$ cat config.mk
export PLATFORM = sky130hd
export DESIGN_NAME = host_write_port
export DESIGN_NICKNAME = d
export VERILOG_FILES = /design/src/rtl/dma_pkg.sv /design/src/rtl/host_write_port.sv
export SDC_FILE = /design/constraint.sdc
export NUM_CORES = 1
export LEC_CHECK = 0
export BUFFER_PORTS_ARGS = -buffer_cell sky130_fd_sc_hd__buf_2
export CAP_MARGIN = 20
export CORE_MARGIN = 2
export CORE_UTILIZATION = 42
export CTS_CLUSTER_SIZE = 10
export DETAILED_ROUTE_END_ITERATION = 8
export GPL_TIMING_DRIVEN = 0
export PLACE_DENSITY = 0.75
export SETUP_SLACK_MARGIN = 0.4
export SLEW_MARGIN = 10
export SYNTH_ARGS = -nofsm -noshare
export SYNTH_HDL_FRONTEND = slang
export SYNTH_SLANG_ARGS = --single-unit
$ cat constraint.sdc
create_clock -name clk -period 7.7 [get_ports clk]
set_input_delay 0 -clock clk [delete_from_list [all_inputs] [get_ports clk]]
set_output_delay 0 -clock clk [all_outputs]
set_load 0.05 [all_outputs]
$ cat src/rtl/dma_pkg.sv
`default_nettype none

package dma_pkg;

    localparam int FLIT_WIDTH  = 64;
    localparam int RB_AWIDTH   = 12;
    localparam int QID_WIDTH   = 4;
    localparam int MAX_BURST   = 8;
    localparam int FIFO_AWIDTH = 6;

    // marks a completely written packet for the host driver
    localparam logic [FLIT_WIDTH-1:0] SIGNATURE = 64'h5ca1_ab1e_f1a9_d00d;

    typedef logic [FLIT_WIDTH-1:0] flit_data_t;
    typedef logic [RB_AWIDTH-1:0]  rb_ptr_t;
    typedef logic [QID_WIDTH-1:0]  qid_t;
    typedef logic [63:0]           host_addr_t;
    typedef logic [3:0]            burst_len_t;

    typedef struct packed {
        logic       sop;
        logic       eop;
        flit_data_t data;
    } flit_t;

    // size counts flits, not bytes
    typedef struct packed {
        qid_t    queue_id;
        rb_ptr_t size;
    } pkt_desc_t;

    typedef struct packed {
        rb_ptr_t    head;
        rb_ptr_t    tail;
        host_addr_t buf_addr;
    } queue_state_t;

    typedef struct packed {
        host_addr_t address;
        flit_data_t writedata;
        burst_len_t burstcount;
        logic       write;
    } bus_req_t;

    typedef enum logic [2:0] {
        IDLE,
        FETCH,
        START_BURST,
        COMPLETE_BURST,
        DONE
    } ctrl_state_t;

endpackage

`default_nettype wire

$ cat src/rtl/host_write_port.sv
`timescale 1ns/1ps
`default_nettype none

module host_write_port (
    input  logic                clk,
    input  logic                rst_n,
    input  logic                sw_reset,
    input  dma_pkg::bus_req_t   req,
    input  logic                req_valid,
    output logic                busy,
    input  logic                bus_waitrequest,
    output dma_pkg::host_addr_t bus_address,
    output dma_pkg::flit_data_t bus_writedata,
    output dma_pkg::burst_len_t bus_burstcount,
    output logic                bus_write,
    output logic [31:0]         stall_cnt
);

    // a beat still on the bus and not yet taken by the host
    assign busy = bus_write & bus_waitrequest;

    always_ff @(posedge clk) begin
        if (!busy && req_valid) begin
            bus_address    <= req.address;
            bus_writedata  <= req.writedata;
            bus_burstcount <= req.burstcount;
        end
    end

    always_ff @(posedge clk or negedge rst_n) begin
        if (!rst_n) begin
            bus_write <= 1'b0;
            stall_cnt <= '0;
        end else begin
            // write falls after acceptance unless a new beat follows
            if (!busy) begin
                bus_write <= req_valid & req.write;
            end
            if (sw_reset) begin
                stall_cnt <= '0;
            end else if (busy) begin
                stall_cnt <= stall_cnt + 1'b1;
            end
        end
    end

endmodule

`default_nettype wire

==> metrics.md <==
| Metric | Value |
|---|---|
| Clock Latency Late Sink | 420 ps |
| Post-Syn Instances | 331 |
| Worst-path fanout max | 67 |
| Largest family of logic cells by synthesized area | simple AND/OR/NAND/NOR gates |
| Total gr overflow | 0 |
| Mean Syn Cell Area | 17.4 µm² |
| Register area share after synthesis | 0.832 |
| Max-cap viol count | 0 |
| Setup violators final | 0 |
| Post-synth EDFFs | 132 |
| Total power draw | 2.23 mW |
| Adder-Cell Fraction of Synth Area | 0.00217 |
| Crit path buffers/inverters | 2 |
| FMAX | 393 MHz |
| Top cells by count, synth | edfxtp_1 (132), dfrtp_1 (33), nand2_1 (21) |
| Final WL | 20.3 mm |
| Initial antenna violation count | 5 |
| Drc violations | 0 |
| Mux contribution to synthesized area | 0.00196 |
| Worst EP required | 7780 ps |
| Global-route wire length before repair | 29.5 mm |
| RSZ-0062 raised after global routing | false |
| Num CTS Buffers | 17 |
| Hold WC Path Type | input pin to flop |
| Critical path capture point type | flop |
| Initial Utilization | 0.433 |
| Final Cycle Share | 0.330 |
| WL per Instance | 20.6 µm |
| Worst-path clk slew | 60 ps |
| Die Height | 121 µm |
| Die X | 121 µm |
| IO Count | 304 |
| Clock tree buffer depth | 2 |
| Share of the synthesized area in the top cell type | 0.689 |
| Main synth FF type | edfxtp_1 |
| Row count | 42 |
| Maximum VDD drop | 0.135 mV |
| Post-synthesis net count | 470 |
| Fin crit period | 2540 ps |
| Complex-gate fraction of the synthesized area | 0.0380 |
| Hold Vio Cnt, Final | 0 |
| Vias in the first global route | 5217 |
| Post-synthesis async set-or-reset flop share | 0.200 |
| XOR/XNOR share of the synthesized area | 0.0183 |
| Cells on worst reg2reg path | 4 |
| Avg Vias per Cell | 5.10 |
| Pwr per Cell Area | 235 mW/mm² |
| Final WS setup | 5160 ps |
| Hold_sp | bus_waitrequest |
| Port Buffer Count | 302 |
| Mapped Area | 0.00576 mm² |
| Root Buffer | clkbuf_16 |
| Total track usage | 0.275 |
| 1st-pass router iterations | 4 |
| Synth-to-Final Area Change | 65.0% |
| Initial drt markers | 393 |
| Core area | 0.0133 mm² |
| Critical path's top delay family | simple AND/OR/NAND/NOR gates |
| Worst Skew | 8.59 ps |
| Worst Path Arrival | 2630 ps |
| Synth Area in Simple Gates | 0.0941 |
| Max H-tree Level | 4 |
| Post-route ant nets | 0 |
| Leak pwr | 4.02 nW |
| Largest net degree at the start of global routing | 68 |
| Die area | 0.0147 mm² |
| FILL cells | 853 |
| Reg-to-reg startpoint | bus_write$_DFFE_PN0N_ |
| Max-slew violation count | 0 |
| Crit-path cells | nand2_1, clkbuf_1, and2_4, buf_16 |
| Post_cts resized | 0 |
| Setup bufs post-CTS | 0 |
| Top cells by area, synth | edfxtp_1 (69%), dfrtp_1 (14%), a21oi_1 (1.7%), or4_1 (1.7%), nand2_1 (1.4%) |
| Worst hold path stage count | 4 |
| CP Class | flop to flop |
| WHS Endpoint | stall_cnt[13]$_DFFE_PN0P_ |
| Clk sinks | 165 |
| Synth area leader | edfxtp_1 |
| Slowest CP cell | and2_4 |
| Startpoint class of the critical path | flop |
| Nets | 928 |
| GPL Wtd Cong | 0.864 |
| Via count | 5025 |
| Cell with the most instances after synthesis | edfxtp_1 |
| Flops & latches, synth | 165 |
| Slew @ Worst Pin | 893 ps |
| Ys Warns | 0 |
| Setup total negative slack | 0 ps |
| Status | complete, no violations |
| R2R setup slack | 5160 ps |
| Reg2reg end | bus_writedata[7]$_DFFE_PP_ |
| HPWL after detailed placement | 12.3 mm |
| Dpl ws | 5180 ps |
| Largest stage delay, worst path | 800 ps |
| TritonCTS clock tree | yes |
| Rel. slew slack | 0.404 |
| Hold_buf cts | 136 |
| Yosys cell types | 31 |
| Layout cells sized above 1 | 0.424 |
[worst max path at each step]
stage	endpoint	depth (start not counted)	slack, ps	startpoint
final	bus_writedata[7]$_DFFE_PP_	4	5160	bus_write$_DFFE_PN0N_
after global routing	bus_address[19]$_DFFE_PP_	4	5020	bus_write$_DFFE_PN0N_
after CTS	bus_address[19]$_DFFE_PP_	4	5170	bus_write$_DFFE_PN0N_
after detailed placement	bus_writedata[55]$_DFFE_PP_	4	5180	bus_write$_DFFE_PN0N_
after global placement	bus_writedata[27]$_DFFE_PP_	3	2200	bus_write$_DFFE_PN0N_
after floorplan	bus_address[0]$_DFFE_PP_	3	3040	bus_write$_DFFE_PN0N_
[cells by family (layout without fill, tap and decap cells)]
group | after synthesis | in the layout
AOI/OAI and AO/OA | 38 | 38
and+or+nand+nor | 96 | 96
other | 0 | 7
DFF | 165 | 165
muxes | 1 | 1
xor gates and xnor gates | 12 | 12
adders and majority gates | 1 | 1
buffers and inverters | 18 | 489
[where the power goes]
group / switching, mW / internal [mW]
logic: 0.226 / 0.101
registers: 0.0168 / 1.02
clock network: 0.358 / 0.513
total: 0.601 / 1.63
[state kept, by name (all words and copies together) (netlist names)]
name	count
bus_writedata	64
bus_write	1
bus_address	64
stall_cnt	32
bus_burstcount	4
[cell type report]
type | count | area [µm²] | share of cell area
clock buffer | 18 | 429 | 0.0452
multi-input combinational | 148 | 892 | 0.0939
antenna | 7 | 17.5 | 0.00184
sequential | 165 | 4790 | 0.504
timing repair buffer | 439 | 2900 | 0.305
clock inverter | 14 | 174 | 0.0183
inverter | 8 | 30.0 | 0.00316
tap | 176 | 220 | 0.0232
buffer | 10 | 46.3 | 0.00487
[metal layers]
metal / routed length (µm) / global-route usage / part of all wire / vias up
met2: 11300 / 0.496 / 0.55 / 271
li1: - / - / - / 2211
met5: 0 / 0 / 0 / -
met1: 6860 / 0.285 / 0.34 / 2501
met4: 565 / 0.129 / 0.028 / 0
met3: 1620 / 0.0940 / 0.080 / 42
[worst reg2reg max path, stage by stage, from the launching register on]
cell      delay (ps)
dfrtp_1          430
nand2_1          200
clkbuf_1         360
and2_4           800
buf_16           380
[cell usage in the layout, fill, tap and decap left out, drive strengths merged, types with 2 or more instances in the layout]
cell | synthesis | routed
diode | 0 | 7
a21oi | 20 | 20
o41ai | 2 | 2
nor2 | 16 | 16
nor3 | 3 | 3
buf | 2 | 305
xor2 | 4 | 4
inv | 8 | 11
or3 | 11 | 11
nand2 | 21 | 21
o21ai | 8 | 8
nor4 | 7 | 7
o31ai | 7 | 7
dlygate4sd3 | 0 | 136
clkbuf | 8 | 26
bufinv | 0 | 3
nand3 | 6 | 6
nand4 | 12 | 12
clkinvlp | 0 | 2
clkinv | 0 | 6
edfxtp | 132 | 132
xnor2 | 8 | 8
or4 | 14 | 14
dfrtp | 33 | 33
[stage by stage]
stage	hold slack, ps	cells	area [µm²]	utilization
finish	108	985	9500	0.714
global route	138	983	9490	0.714
CTS	83.5	978	9480	0.713
detailed placement	115	810	7520	0.565
global placement	103	809	7490	0.563
floorplan	-296	331	5760	-
(Power assumes the default switching activity.)
