$ cat src/rtl/dma_pkg.sv
`default_nettype none

package dma_pkg;

    localparam int FLIT_WIDTH  = 64;
    localparam int RB_AWIDTH   = 12;
    localparam int QID_WIDTH   = 4;
    localparam int MAX_BURST   = 8;
    localparam int FIFO_AWIDTH = 6;

    // marks a completely written packet for the host driver
    localparam logic [FLIT_WIDTH-1:0] SIGNATURE = 64'h5ca1_ab1e_f1a9_d00d;

    typedef logic [FLIT_WIDTH-1:0] flit_data_t;
    typedef logic [RB_AWIDTH-1:0]  rb_ptr_t;
    typedef logic [QID_WIDTH-1:0]  qid_t;
    typedef logic [63:0]           host_addr_t;
    typedef logic [3:0]            burst_len_t;

    typedef struct packed {
        logic       sop;
        logic       eop;
        flit_data_t data;
    } flit_t;

    // size counts flits, not bytes
    typedef struct packed {
        qid_t    queue_id;
        rb_ptr_t size;
    } pkt_desc_t;

    typedef struct packed {
        rb_ptr_t    head;
        rb_ptr_t    tail;
        host_addr_t buf_addr;
    } queue_state_t;

    typedef struct packed {
        host_addr_t address;
        flit_data_t writedata;
        burst_len_t burstcount;
        logic       write;
    } bus_req_t;

    typedef enum logic [2:0] {
        IDLE,
        FETCH,
        START_BURST,
        COMPLETE_BURST,
        DONE
    } ctrl_state_t;

endpackage

`default_nettype wire

$ cat src/rtl/ring_space.sv
`timescale 1ns/1ps
`default_nettype none

module ring_space (
    input  dma_pkg::rb_ptr_t    head,
    input  dma_pkg::rb_ptr_t    tail,
    input  dma_pkg::rb_ptr_t    ring_size,
    input  dma_pkg::rb_ptr_t    missing,
    output dma_pkg::rb_ptr_t    free_slots,
    output dma_pkg::burst_len_t burst,
    output dma_pkg::rb_ptr_t    tail_plus_one
);

    dma_pkg::rb_ptr_t to_end;
    dma_pkg::rb_ptr_t limit;

    // one slot stays empty so that head == tail always means an empty ring
    always_comb begin
        if (tail >= head) begin
            free_slots = ring_size - tail + head - 1'b1;
        end else begin
            free_slots = head - tail - 1'b1;
        end
    end

    // slots left before the ring wraps
    assign to_end = ring_size - tail;

    always_comb begin
        limit = dma_pkg::rb_ptr_t'(dma_pkg::MAX_BURST);
        if (missing < limit) begin
            limit = missing;
        end
        if (to_end < limit) begin
            limit = to_end;
        end
        burst = dma_pkg::burst_len_t'(limit);
    end

    assign tail_plus_one = (tail == ring_size - 1'b1) ? '0 : tail + 1'b1;

endmodule

`default_nettype wire

$ cat src/rtl/dma_ctrl.sv
`timescale 1ns/1ps
`default_nettype none

module dma_ctrl #(
    parameter int FIFO_AWIDTH = dma_pkg::FIFO_AWIDTH
) (
    input  logic                  clk,
    input  logic                  rst_n,
    input  logic                  sw_reset,
    input  dma_pkg::flit_t        pkt_head,
    output logic                  pkt_rd_en,
    input  logic [FIFO_AWIDTH:0]  pkt_occup,
    input  dma_pkg::pkt_desc_t    desc_head,
    output logic                  desc_rd_en,
    input  logic [FIFO_AWIDTH:0]  desc_occup,
    output logic                  queue_rd_en,
    output dma_pkg::qid_t         rd_queue,
    input  logic                  queue_ready,
    input  dma_pkg::queue_state_t queue_state,
    output logic                  tail_wr_en,
    output dma_pkg::qid_t         wr_queue,
    output dma_pkg::rb_ptr_t      out_tail,
    input  dma_pkg::rb_ptr_t      pkt_rb_size,
    output dma_pkg::bus_req_t     req,
    output logic                  req_valid,
    input  logic                  busy,
    output logic [31:0]           space_full_cnt
);

    dma_pkg::ctrl_state_t state;
    dma_pkg::qid_t        cur_qid;
    dma_pkg::flit_data_t  first_data;
    dma_pkg::rb_ptr_t     first_tail;
    dma_pkg::rb_ptr_t     tail;
    dma_pkg::host_addr_t  buf_addr;
    dma_pkg::rb_ptr_t     missing;
    dma_pkg::burst_len_t  beats_left;
    logic                 room;

    dma_pkg::rb_ptr_t     ring_tail;
    dma_pkg::rb_ptr_t     ring_free;
    dma_pkg::burst_len_t  ring_burst;
    dma_pkg::rb_ptr_t     ring_next;
    dma_pkg::rb_ptr_t     beat_ptr;

    // fetched tail is used directly while the queue state arrives
    assign ring_tail = (state == dma_pkg::FETCH) ? queue_state.tail : tail;
    assign beat_ptr  = (state == dma_pkg::DONE) ? first_tail : tail;

    ring_space u_ring_space (
        .head          (queue_state.head),
        .tail          (ring_tail),
        .ring_size     (pkt_rb_size),
        .missing       (missing),
        .free_slots    (ring_free),
        .burst         (ring_burst),
        .tail_plus_one (ring_next)
    );

    assign rd_queue = cur_qid;
    assign wr_queue = cur_qid;
    assign out_tail = tail;

    always_comb begin
        req        = '0;
        req_valid  = 1'b0;
        pkt_rd_en  = 1'b0;
        desc_rd_en = 1'b0;
        case (state)
            dma_pkg::IDLE: begin
                if (desc_occup != '0 && pkt_occup != '0) begin
                    desc_rd_en = 1'b1;
                    pkt_rd_en  = 1'b1;
                end
            end
            dma_pkg::START_BURST: begin
                if (!busy && room && (missing == '0 || pkt_occup != '0)) begin
                    req.address = buf_addr + (dma_pkg::host_addr_t'(beat_ptr) << 3);
                    req.write   = 1'b1;
                    req_valid   = 1'b1;
                    if (missing == '0) begin
                        req.writedata  = dma_pkg::SIGNATURE;
                        req.burstcount = 4'd1;
                    end else begin
                        req.writedata  = pkt_head.data;
                        req.burstcount = ring_burst;
                        pkt_rd_en      = 1'b1;
                    end
                end
            end
            dma_pkg::COMPLETE_BURST: begin
                // continuation beats carry no address and no count
                if (!busy && pkt_occup != '0) begin
                    req.writedata = pkt_head.data;
                    req.write     = 1'b1;
                    req_valid     = 1'b1;
                    pkt_rd_en     = 1'b1;
                end
            end
            dma_pkg::DONE: begin
                if (!busy && beats_left != '0) begin
                    req.address    = buf_addr + (dma_pkg::host_addr_t'(beat_ptr) << 3);
                    req.writedata  = first_data;
                    req.burstcount = 4'd1;
                    req.write      = 1'b1;
                    req_valid      = 1'b1;
                end
            end
            default: ;
        endcase
    end

    always_ff @(posedge clk or negedge rst_n) begin
        if (!rst_n) begin
            state          <= dma_pkg::IDLE;
            queue_rd_en    <= 1'b0;
            tail_wr_en     <= 1'b0;
            space_full_cnt <= '0;
            room           <= 1'b0;
            beats_left     <= '0;
        end else begin
            queue_rd_en <= 1'b0;
            tail_wr_en  <= 1'b0;
            if (sw_reset) begin
                space_full_cnt <= '0;
            end else if (state == dma_pkg::START_BURST && !busy && !room) begin
                space_full_cnt <= space_full_cnt + 1'b1;
            end
            case (state)
                dma_pkg::IDLE: begin
                    if (desc_rd_en) begin
                        queue_rd_en <= 1'b1;
                        state       <= dma_pkg::FETCH;
                    end
                end
                dma_pkg::FETCH: begin
                    if (queue_ready) begin
                        // first flit, rest of packet and signature must all fit
                        room  <= ring_free > missing + 1'b1;
                        state <= dma_pkg::START_BURST;
                    end
                end
                dma_pkg::START_BURST: begin
                    if (!busy && !room) begin
                        queue_rd_en <= 1'b1;
                        state       <= dma_pkg::FETCH;
                    end else if (req_valid && missing == '0) begin
                        beats_left <= 4'd1;
                        state      <= dma_pkg::DONE;
                    end else if (req_valid) begin
                        beats_left <= ring_burst - 1'b1;
                        if (ring_burst != 4'd1) begin
                            state <= dma_pkg::COMPLETE_BURST;
                        end
                    end
                end
                dma_pkg::COMPLETE_BURST: begin
                    if (req_valid) begin
                        beats_left <= beats_left - 1'b1;
                        if (beats_left == 4'd1) begin
                            state <= dma_pkg::START_BURST;
                        end
                    end
                end
                dma_pkg::DONE: begin
                    if (req_valid) begin
                        beats_left <= '0;
                    end else if (!busy && beats_left == '0) begin
                        // the first flit has been accepted
                        tail_wr_en <= 1'b1;
                        state      <= dma_pkg::IDLE;
                    end
                end
                default: state <= dma_pkg::IDLE;
            endcase
        end
    end

    always_ff @(posedge clk) begin
        if (desc_rd_en) begin
            cur_qid    <= desc_head.queue_id;
            missing    <= desc_head.size - 1'b1;
            first_data <= pkt_head.data;
        end
        if (state == dma_pkg::FETCH && queue_ready) begin
            buf_addr   <= queue_state.buf_addr;
            first_tail <= queue_state.tail;
            tail       <= ring_next;
        end
        if (req_valid && state != dma_pkg::DONE) begin
            tail <= ring_next;
            if (missing != '0) begin
                missing <= missing - 1'b1;
            end
        end
    end

endmodule

`default_nettype wire

$ cat config.mk
export PLATFORM = sky130hd
export DESIGN_NAME = dma_ctrl
export DESIGN_NICKNAME = d
export VERILOG_FILES = /design/src/rtl/dma_pkg.sv /design/src/rtl/ring_space.sv /design/src/rtl/dma_ctrl.sv
export SDC_FILE = /design/constraint.sdc
export NUM_CORES = 1
export LEC_CHECK = 0
export ABC_AREA = 1
export BUFFER_PORTS_ARGS = -buffer_cell sky130_fd_sc_hd__buf_2
export CAP_MARGIN = 25
export CORE_MARGIN = 10
export CORE_UTILIZATION = 45
export CTS_CLUSTER_DIAMETER = 50
export DETAILED_ROUTE_END_ITERATION = 8
export PLACE_DENSITY = 0.78
export SYNTH_ARGS = -nofsm -noshare
export SYNTH_HDL_FRONTEND = slang
export SYNTH_SLANG_ARGS = --single-unit
$ cat constraint.sdc
create_clock -name clk -period 15.1 [get_ports clk]
set_clock_uncertainty 0.1 [all_clocks]
set_input_delay 2.265 -clock clk [delete_from_list [all_inputs] [get_ports clk]]
set_output_delay 2.265 -clock clk [all_outputs]
set_load 0.005 [all_outputs]
==> flow_results.xml, run 1 <==
<?xml version="1.0" encoding="UTF-8"?>
<metrics>
  <group name="power">
    <metric name="net-switching-power" unit="uW">1710</metric>
    <metric name="clock_power_share" unit="%">21.2</metric>
    <metric name="peakVddDrop" unit="V">0.000128</metric>
    <metric name="pwr-share-seq" unit="%">23.9</metric>
    <metric name="switching_share" unit="%">45.2</metric>
    <metric name="power_report.internal_total" unit="uW">2070</metric>
    <metric name="power_per_cell_area" unit="nW/um^2">209</metric>
    <metric name="pwr-share-comb" unit="%">54.9</metric>
    <metric name="power.static_leakage" unit="uW">0.00881</metric>
  </group>
  <group name="worst_setup_path">
    <metric name="worstPathRequired" unit="ns">12.73</metric>
    <metric name="crit_end_category" unit="">output pin</metric>
    <metric name="critical-path-slowest-cell" unit="">ha_1</metric>
    <metric name="critical_path.max_stage_delay" unit="ns">0.27</metric>
    <metric name="crit_top_cell" unit="">inv_1</metric>
    <metric name="critical_path.startpoint_type" unit="">input pin</metric>
    <metric name="criticalPathCategory" unit="">in -&gt; out</metric>
    <metric name="timing.critical_path.arrival" unit="ns">6.02</metric>
    <metric name="critical_path.n_buffers_inverters" unit="">11</metric>
    <metric name="cp_top_family" unit="">compound AO/OA/AOI/OAI gates</metric>
    <metric name="crit_fanout" unit="">5</metric>
  </group>
  <group name="route">
    <metric name="drcViolationCount" unit="">0</metric>
    <metric name="dr_total_vias" unit="">14308</metric>
    <metric name="drt-total-wl" unit="microns">48400</metric>
    <metric name="avgRoutedWirePerCell" unit="microns">18.1</metric>
    <metric name="drtIter0Drc" unit="">877</metric>
    <metric name="first_pass_iters" unit="">5</metric>
    <metric name="viasPerCell" unit="">5.35</metric>
    <metric name="detail-route-antenna-nets" unit="">0</metric>
  </group>
  <group name="yosys">
    <metric name="synth.largest_area_cell" unit="">edfxtp_1</metric>
    <metric name="synth_top_area_share" unit="%">32.2</metric>
    <metric name="ys_dominant_reg_cell" unit="">edfxtp_1</metric>
    <metric name="synth.mux.area_fraction" unit="%">0.0688</metric>
    <metric name="synth_top_family_by_area" unit="">simple AND/OR/NAND/NOR gates</metric>
    <metric name="async_set_or_reset_register_ratio_after_synthesis" unit="%">20.0</metric>
    <metric name="synth_enable_flop_cells" unit="">156</metric>
    <metric name="adder_and_majority_cell_fraction_of_the_synthesized_area" unit="%">7.67</metric>
    <metric name="yosys_warnings" unit="">0</metric>
    <metric name="synth-seq-area-share" unit="%">41.1</metric>
    <metric name="postSynthAreaPerCell" unit="sq um">7.93</metric>
    <metric name="synth_cell_types" unit="">62</metric>
    <metric name="syn_area" unit="sq um">14600</metric>
    <metric name="synth_area_leaders" unit="">edfxtp_1 (32%), nand2_1 (9.5%), ha_1 (7.4%), dfrtp_1 (7.2%), inv_1 (6.8%)</metric>
    <metric name="synth-compound-area-share" unit="%">12.4</metric>
    <metric name="postSynthRegisterBits" unit="">210</metric>
    <metric name="synth_xor_xnor_area_share" unit="%">4.27</metric>
    <metric name="syn_inst" unit="">1834</metric>
    <metric name="synth_simple_gate_area_share" unit="%">26.0</metric>
  </group>
  <group name="timing">
    <metric name="fmax" unit="MHz">119</metric>
    <metric name="timing.final.hold_violations" unit="">0</metric>
    <metric name="tightestPinTransition" unit="ns">0.961</metric>
    <metric name="timing.slew.headroom" unit="%">36.0</metric>
    <metric name="layout_min_cycle_time" unit="ns">8.39</metric>
    <metric name="totalNegativeSetupSlack" unit="ns">0</metric>
    <metric name="report.final.slew_viol_count" unit="">0</metric>
    <metric name="report.final.setup_viol" unit="">0</metric>
    <metric name="final.period_utilization" unit="%">55.6</metric>
    <metric name="rsz_0062_raised_after_global_routing" unit="">no</metric>
  </group>
  <group name="clocking">
    <metric name="cts_tree" unit="">done</metric>
    <metric name="clock-sinks" unit="">210</metric>
    <metric name="postCtsSetupBuffers" unit="">0</metric>
    <metric name="max-clock-path-buffers" unit="">3</metric>
    <metric name="clkSlewWorstSetupHoldPaths" unit="ns">0.05</metric>
    <metric name="root_buf_cell" unit="">clkbuf_16</metric>
    <metric name="cts.htree.levels" unit="">2</metric>
    <metric name="ctsHoldBuffers" unit="">0</metric>
    <metric name="post_cts_resized" unit="">0</metric>
    <metric name="clkLatencyLatePin" unit="ns">0.52</metric>
    <metric name="cts_bufs_inserted" unit="">34</metric>
  </group>
  <group name="run_status">
    <metric name="run_status" unit="">finished, final reports clean</metric>
  </group>
  <group name="placement">
    <metric name="dp.cells" unit="">2596</metric>
    <metric name="io_buffer_count" unit="">388</metric>
    <metric name="hpwl" unit="microns">38500</metric>
    <metric name="gpl_congestion" unit="">0.945</metric>
  </group>
  <group name="grt">
    <metric name="grt_max_degree" unit="">78</metric>
    <metric name="grt_remaining_overflow" unit="">0</metric>
    <metric name="number_of_antenna_violations_at_the_first_check_in_global_routing" unit="">13</metric>
    <metric name="first_global_vias" unit="">14056</metric>
    <metric name="globalRouteTotalUtil" unit="%">23.0</metric>
    <metric name="global_route_wire_length_before_repair" unit="microns">73200</metric>
  </group>
  <group name="layout">
    <metric name="design.final.nets" unit="">2521</metric>
    <metric name="areaGrowthSynthToFinish" unit="%">24.7</metric>
    <metric name="number_of_inserted_filler_cells_in_the_final_layout" unit="">2888</metric>
    <metric name="register_area" unit="sq um">5980</metric>
    <metric name="multi_input_area" unit="sq um">7380</metric>
    <metric name="post_route_cells_drive_above_1_share" unit="%">23.5</metric>
    <metric name="stdcell_count" unit="">2673</metric>
  </group>
  <group name="floorplanning">
    <metric name="die_area" unit="sq um">39900</metric>
    <metric name="die-height" unit="microns">200</metric>
    <metric name="initial_utilization" unit="%">45.9</metric>
    <metric name="rows" unit="">65</metric>
    <metric name="core_area" unit="sq um">31700</metric>
    <metric name="dieWidth" unit="microns">200</metric>
    <metric name="design.portCount" unit="">391</metric>
  </group>
  <group name="worst_hold_path">
    <metric name="timing.hold.worst.class" unit="">reg -&gt; reg</metric>
  </group>
  <group name="flow_run">
    <metric name="cap_viol_max_count" unit="">0</metric>
  </group>
</metrics>
-- synth_stat cells (6+ instances only) --
library cell / number
nand2_1: 367
inv_1: 263
nor2_1: 176
edfxtp_1: 156
a21oi_1: 124
nand3_1: 116
o21ai_0: 92
ha_1: 86
nor3_1: 70
xor2_1: 56
dfrtp_1: 42
a22o_1: 33
clkbuf_1: 30
nand4_1: 29
nand2_2: 22
xnor2_1: 15
nor4_1: 14
dfxtp_1: 12
inv_2: 11
o21ai_1: 11
a211oi_1: 10
nor2_2: 10
a31oi_1: 9
nand3_2: 9
nor2_4: 7
o21a_1: 6
-- power by group through the flow --
stage | sequential (uW) | clock [uW] | combinational, uW
final | 905 | 802 | 2080
after global routing | 922 | 837 | 2360
after CTS | 905 | 817 | 2070
after detailed placement | 914 | 0 | 2050
after global placement | 907 | 0 | 1970
after floorplan | 891 | 0 | 1520
-- registers in the layout, indices dropped and copies added, names as in the netlist --
register	flops
beats_left	4
buf_addr	64
first_data	64
first_tail	12
missing	12
out_tail	12
queue_rd_en	1
rd_queue	4
room	1
space_full_cnt	32
state	3
tail_wr_en	1
-- worst register-to-register path, delay by kind of cell, from the launching register on --
| kind | cells | cell delay (ns) |
|---|---|---|
| buffers and inverters | 5 | 0.48 |
| and+or+nand+nor | 8 | 0.88 |
| AOI/OAI and AO/OA | 11 | 2.16 |
| xor gates and xnor gates | 3 | 0.48 |
| adders and majority gates | 5 | 1.43 |
| DFF | 1 | 0.46 |
-- cell type report --
cell class	count	area share, %
multi-input combinational	1313	40.6
sequential	210	32.9
timing repair buffer	397	11.4
inverter	276	5.71
clock buffer	39	4.85
tap	402	2.77
clock inverter	22	1.56
antenna	14	0.193
-- path summary, 6_finish.rpt --
kind	startpoint	end	depth (start not counted)	slack [ns]
max in group asynchronous	rst_n	state[1]	2	13.01
worst max-delay path	queue_state[64]	req[1]	31	6.71
worst max register to register	state[1]	room	32	8.98
worst min register to register	space_full_cnt[15]	space_full_cnt[15]	1	0.41
min in group asynchronous	rst_n	space_full_cnt[19]	1	1.44
worst min-delay path	space_full_cnt[15]	space_full_cnt[15]	1	0.41
-- metrics by stage --
stage	power, uW	setup slack (ns)	instance area (sq um)	hold WS, ns	util [%]
CTS	3790	6.72	18100	0.412	57.0
finish	3790	6.71	18200	0.413	57.2
floorplan	2410	7.55	14600	0.378	-
global route	4110	6.32	18100	0.450	57.2
global placement	2880	6.78	16900	0.400	53.2
detailed placement	2970	6.73	16900	0.403	53.3
-- cells by family (layout without fill, tap and decap cells) --
kind of cell | count (synthesis) | in the layout
AND/OR/NAND/NOR | 837 | 837
buffers and inverters | 316 | 734
AO/OA/AOI/OAI | 310 | 310
flip-flops | 210 | 210
adder cells (fa/ha/maj) | 88 | 88
XOR/XNOR | 71 | 71
other | 1 | 20
multiplexers | 1 | 1
-- routing by layer --
metal / GRT usage, % / routed length [microns] / vias to the layer above
li1: - / - / 7007
met1: 27.1 / 18600 / 6632
met2: 38.6 / 23400 / 568
met3: 6.50 / 4810 / 97
met4: 9.37 / 1560 / 4
met5: 0 / 27 / -
-- layout by cell type (no fill, tap or decap), drive strengths merged, types with 9 or more instances in the layout --
| cell | instances |
|---|---|
| nand4 | 30 |
| a21oi | 124 |
| edfxtp | 156 |
| clkbuf | 39 |
| inv | 280 |
| buf | 397 |
| nand3 | 126 |
| nor4 | 16 |
| o21ai | 104 |
| diode | 14 |
| ha | 86 |
| xor2 | 56 |
| a31oi | 9 |
| a211oi | 10 |
| nor2 | 193 |
| nor3 | 71 |
| nand2 | 391 |
| dfrtp | 42 |
| xnor2 | 15 |
| a22o | 33 |
| dfxtp | 12 |
(Power assumes the default switching activity.)
==> run 2: changes to the inputs <==
==> constraint.sdc (replaced) <==
create_clock -name clk -period 8.2 [get_ports clk]
set_clock_uncertainty 0.1 [all_clocks]
set_input_delay 1.23 -clock clk [delete_from_list [all_inputs] [get_ports clk]]
set_output_delay 1.23 -clock clk [all_outputs]
set_load 0.005 [all_outputs]
==> flow_results.xml, run 2 (same netlist as run 1, synthesis figures left out) <==
<?xml version="1.0" encoding="UTF-8"?>
<metrics>
  <group name="power">
    <metric name="peakVddDrop" unit="V">0.000259</metric>
    <metric name="power.static_leakage" unit="uW">0.00871</metric>
    <metric name="power_per_cell_area" unit="nW/um^2">373</metric>
  </group>
  <group name="layout">
    <metric name="reg_top3" unit="">buf_addr: 64 flops, first_data: 64 flops, space_full_cnt: 32 flops</metric>
    <metric name="stdcell_count" unit="">2666</metric>
    <metric name="register_area" unit="sq um">5980</metric>
    <metric name="layout.cells.most_common" unit="">buf_2</metric>
    <metric name="number_of_inserted_filler_cells_in_the_final_layout" unit="">2902</metric>
    <metric name="multi_input_area" unit="sq um">7380</metric>
    <metric name="layout.cells.most_common_list" unit="">buf_2 (388), nand2_1 (367), inv_1 (262), nor2_1 (174), edfxtp_1 (156)</metric>
    <metric name="design.final.nets" unit="">2516</metric>
    <metric name="post_route_cells_drive_above_1_share" unit="%">23.0</metric>
    <metric name="areaGrowthSynthToFinish" unit="%">23.1</metric>
  </group>
  <group name="placement">
    <metric name="dp.cells" unit="">2597</metric>
    <metric name="gpl_congestion" unit="">0.958</metric>
    <metric name="hpwl" unit="microns">38600</metric>
    <metric name="io_buffer_count" unit="">388</metric>
  </group>
  <group name="floorplanning">
    <metric name="dieWidth" unit="microns">200</metric>
    <metric name="rows" unit="">65</metric>
    <metric name="design.portCount" unit="">391</metric>
    <metric name="die-height" unit="microns">200</metric>
    <metric name="core_area" unit="sq um">31700</metric>
    <metric name="die_area" unit="sq um">39900</metric>
    <metric name="initial_utilization" unit="%">45.9</metric>
  </group>
  <group name="worst_setup_path">
    <metric name="critical_path.startpoint_type" unit="">flop</metric>
    <metric name="crit_end_category" unit="">output pin</metric>
    <metric name="timing.critical_path.arrival" unit="ns">5.43</metric>
    <metric name="crit_fanout" unit="">20</metric>
    <metric name="criticalPathCategory" unit="">reg -&gt; out</metric>
    <metric name="worstPathRequired" unit="ns">6.87</metric>
    <metric name="timing.reg2reg.setup_slack" unit="ns">2.24</metric>
  </group>
  <group name="clocking">
    <metric name="cts_tree" unit="">done</metric>
    <metric name="ctsHoldBuffers" unit="">0</metric>
    <metric name="clkLatencyLatePin" unit="ns">0.56</metric>
    <metric name="clock-sinks" unit="">210</metric>
    <metric name="clkSlewWorstSetupHoldPaths" unit="ns">0.06</metric>
    <metric name="max-clock-path-buffers" unit="">3</metric>
    <metric name="cts.htree.levels" unit="">1</metric>
    <metric name="post_cts_resized" unit="">0</metric>
    <metric name="root_buf_cell" unit="">clkbuf_16</metric>
    <metric name="postCtsSetupBuffers" unit="">0</metric>
    <metric name="cts_bufs_inserted" unit="">29</metric>
  </group>
  <group name="timing">
    <metric name="rsz_0062_raised_after_global_routing" unit="">no</metric>
    <metric name="report.final.setup_viol" unit="">0</metric>
    <metric name="layout_min_cycle_time" unit="ns">6.76</metric>
    <metric name="timing.final.hold_violations" unit="">0</metric>
    <metric name="timing.slew.headroom" unit="%">31.4</metric>
    <metric name="final.period_utilization" unit="%">82.5</metric>
    <metric name="totalNegativeSetupSlack" unit="ns">0</metric>
    <metric name="fmax" unit="MHz">148</metric>
    <metric name="report.final.slew_viol_count" unit="">0</metric>
    <metric name="tightestPinTransition" unit="ns">1.03</metric>
  </group>
  <group name="grt">
    <metric name="globalRouteTotalUtil" unit="%">22.9</metric>
    <metric name="number_of_antenna_violations_at_the_first_check_in_global_routing" unit="">10</metric>
    <metric name="grt_max_degree" unit="">78</metric>
    <metric name="first_global_vias" unit="">14010</metric>
    <metric name="global_route_wire_length_before_repair" unit="microns">73600</metric>
    <metric name="grt_remaining_overflow" unit="">0</metric>
  </group>
  <group name="route">
    <metric name="viasPerCell" unit="">5.37</metric>
    <metric name="drtIter0Drc" unit="">945</metric>
    <metric name="avgRoutedWirePerCell" unit="microns">18.2</metric>
    <metric name="detail-route-antenna-nets" unit="">0</metric>
    <metric name="first_pass_iters" unit="">5</metric>
    <metric name="dr_total_vias" unit="">14305</metric>
    <metric name="drcViolationCount" unit="">0</metric>
    <metric name="drt-total-wl" unit="microns">48500</metric>
  </group>
  <group name="run_status">
    <metric name="run_status" unit="">finished, final reports clean</metric>
  </group>
  <group name="flow_run">
    <metric name="cap_viol_max_count" unit="">0</metric>
  </group>
  <group name="worst_hold_path">
    <metric name="timing.hold.worst.class" unit="">reg -&gt; reg</metric>
  </group>
</metrics>
run 2: cell type report:
class	count	share of cell area (%)
clock buffer	39	4.50
timing repair buffer	397	11.4
antenna	14	0.196
sequential	210	33.4
tap	402	2.81
inverter	276	5.79
clock inverter	15	0.727
multi-input combinational	1313	41.2
run 2: worst max-delay path, stage by stage, from the launching register on:
cell and delay, ns:
dfrtp_1 0.46, nor2_1 0.13, nand2_1 0.30, inv_1 0.54
nand2_1 0.10, nand2_1 0.09, ha_1 0.16, inv_1 0.06
fa_1 0.41, o21ai_0 0.35, a21oi_1 0.20, inv_1 0.09
a21oi_1 0.09, inv_1 0.07, a21oi_1 0.09, nor3_1 0.38
nand4_1 0.36, nor2_1 0.40, nand2_1 0.09, a21oi_1 0.30
buf_2 0.18
run 2: stage by stage:
stage | utilization, % | hold WS (ns) | setup slack (ns) | power, uW | instance area, sq um
finish | 56.5 | 0.427 | 1.44 | 6690 | 17900
detailed placement | 53.3 | 0.413 | 1.90 | 5460 | 16900
CTS | 56.3 | 0.423 | 1.37 | 6710 | 17900
global route | 56.4 | 0.454 | 0.878 | 7310 | 17900
floorplan | - | 0.378 | 2.72 | 4440 | 14600
global placement | 53.2 | 0.398 | 1.98 | 5310 | 16900
run 2: where the power goes:
part           total (uW)  internal (uW)  leakage (uW)  switching (uW)
clock network        1230            730      0.000457             496
logic                3800           1390       0.00613            2410
registers            1660           1490       0.00212             171
run 2: final timing paths:
path	cells after the start	endpoint	from
worst min register to register	1	space_full_cnt[20]	space_full_cnt[20]
worst min-delay path	1	space_full_cnt[20]	space_full_cnt[20]
worst max-delay path	20	req[132]	state[0]
worst max register to register	32	room	state[1]
max in group asynchronous	2	room	rst_n
min in group asynchronous	1	space_full_cnt[20]	rst_n
run 2: per-layer routing:
layer / vias to the layer above / global-route usage [%] / share of wire [%]
li1: 6997 / - / -
met1: 6685 / 27.9 / 39
met2: 538 / 39.4 / 49
met3: 85 / 5.14 / 9.0
met4: 0 / 7.09 / 2.6
met5: - / 0 / 0
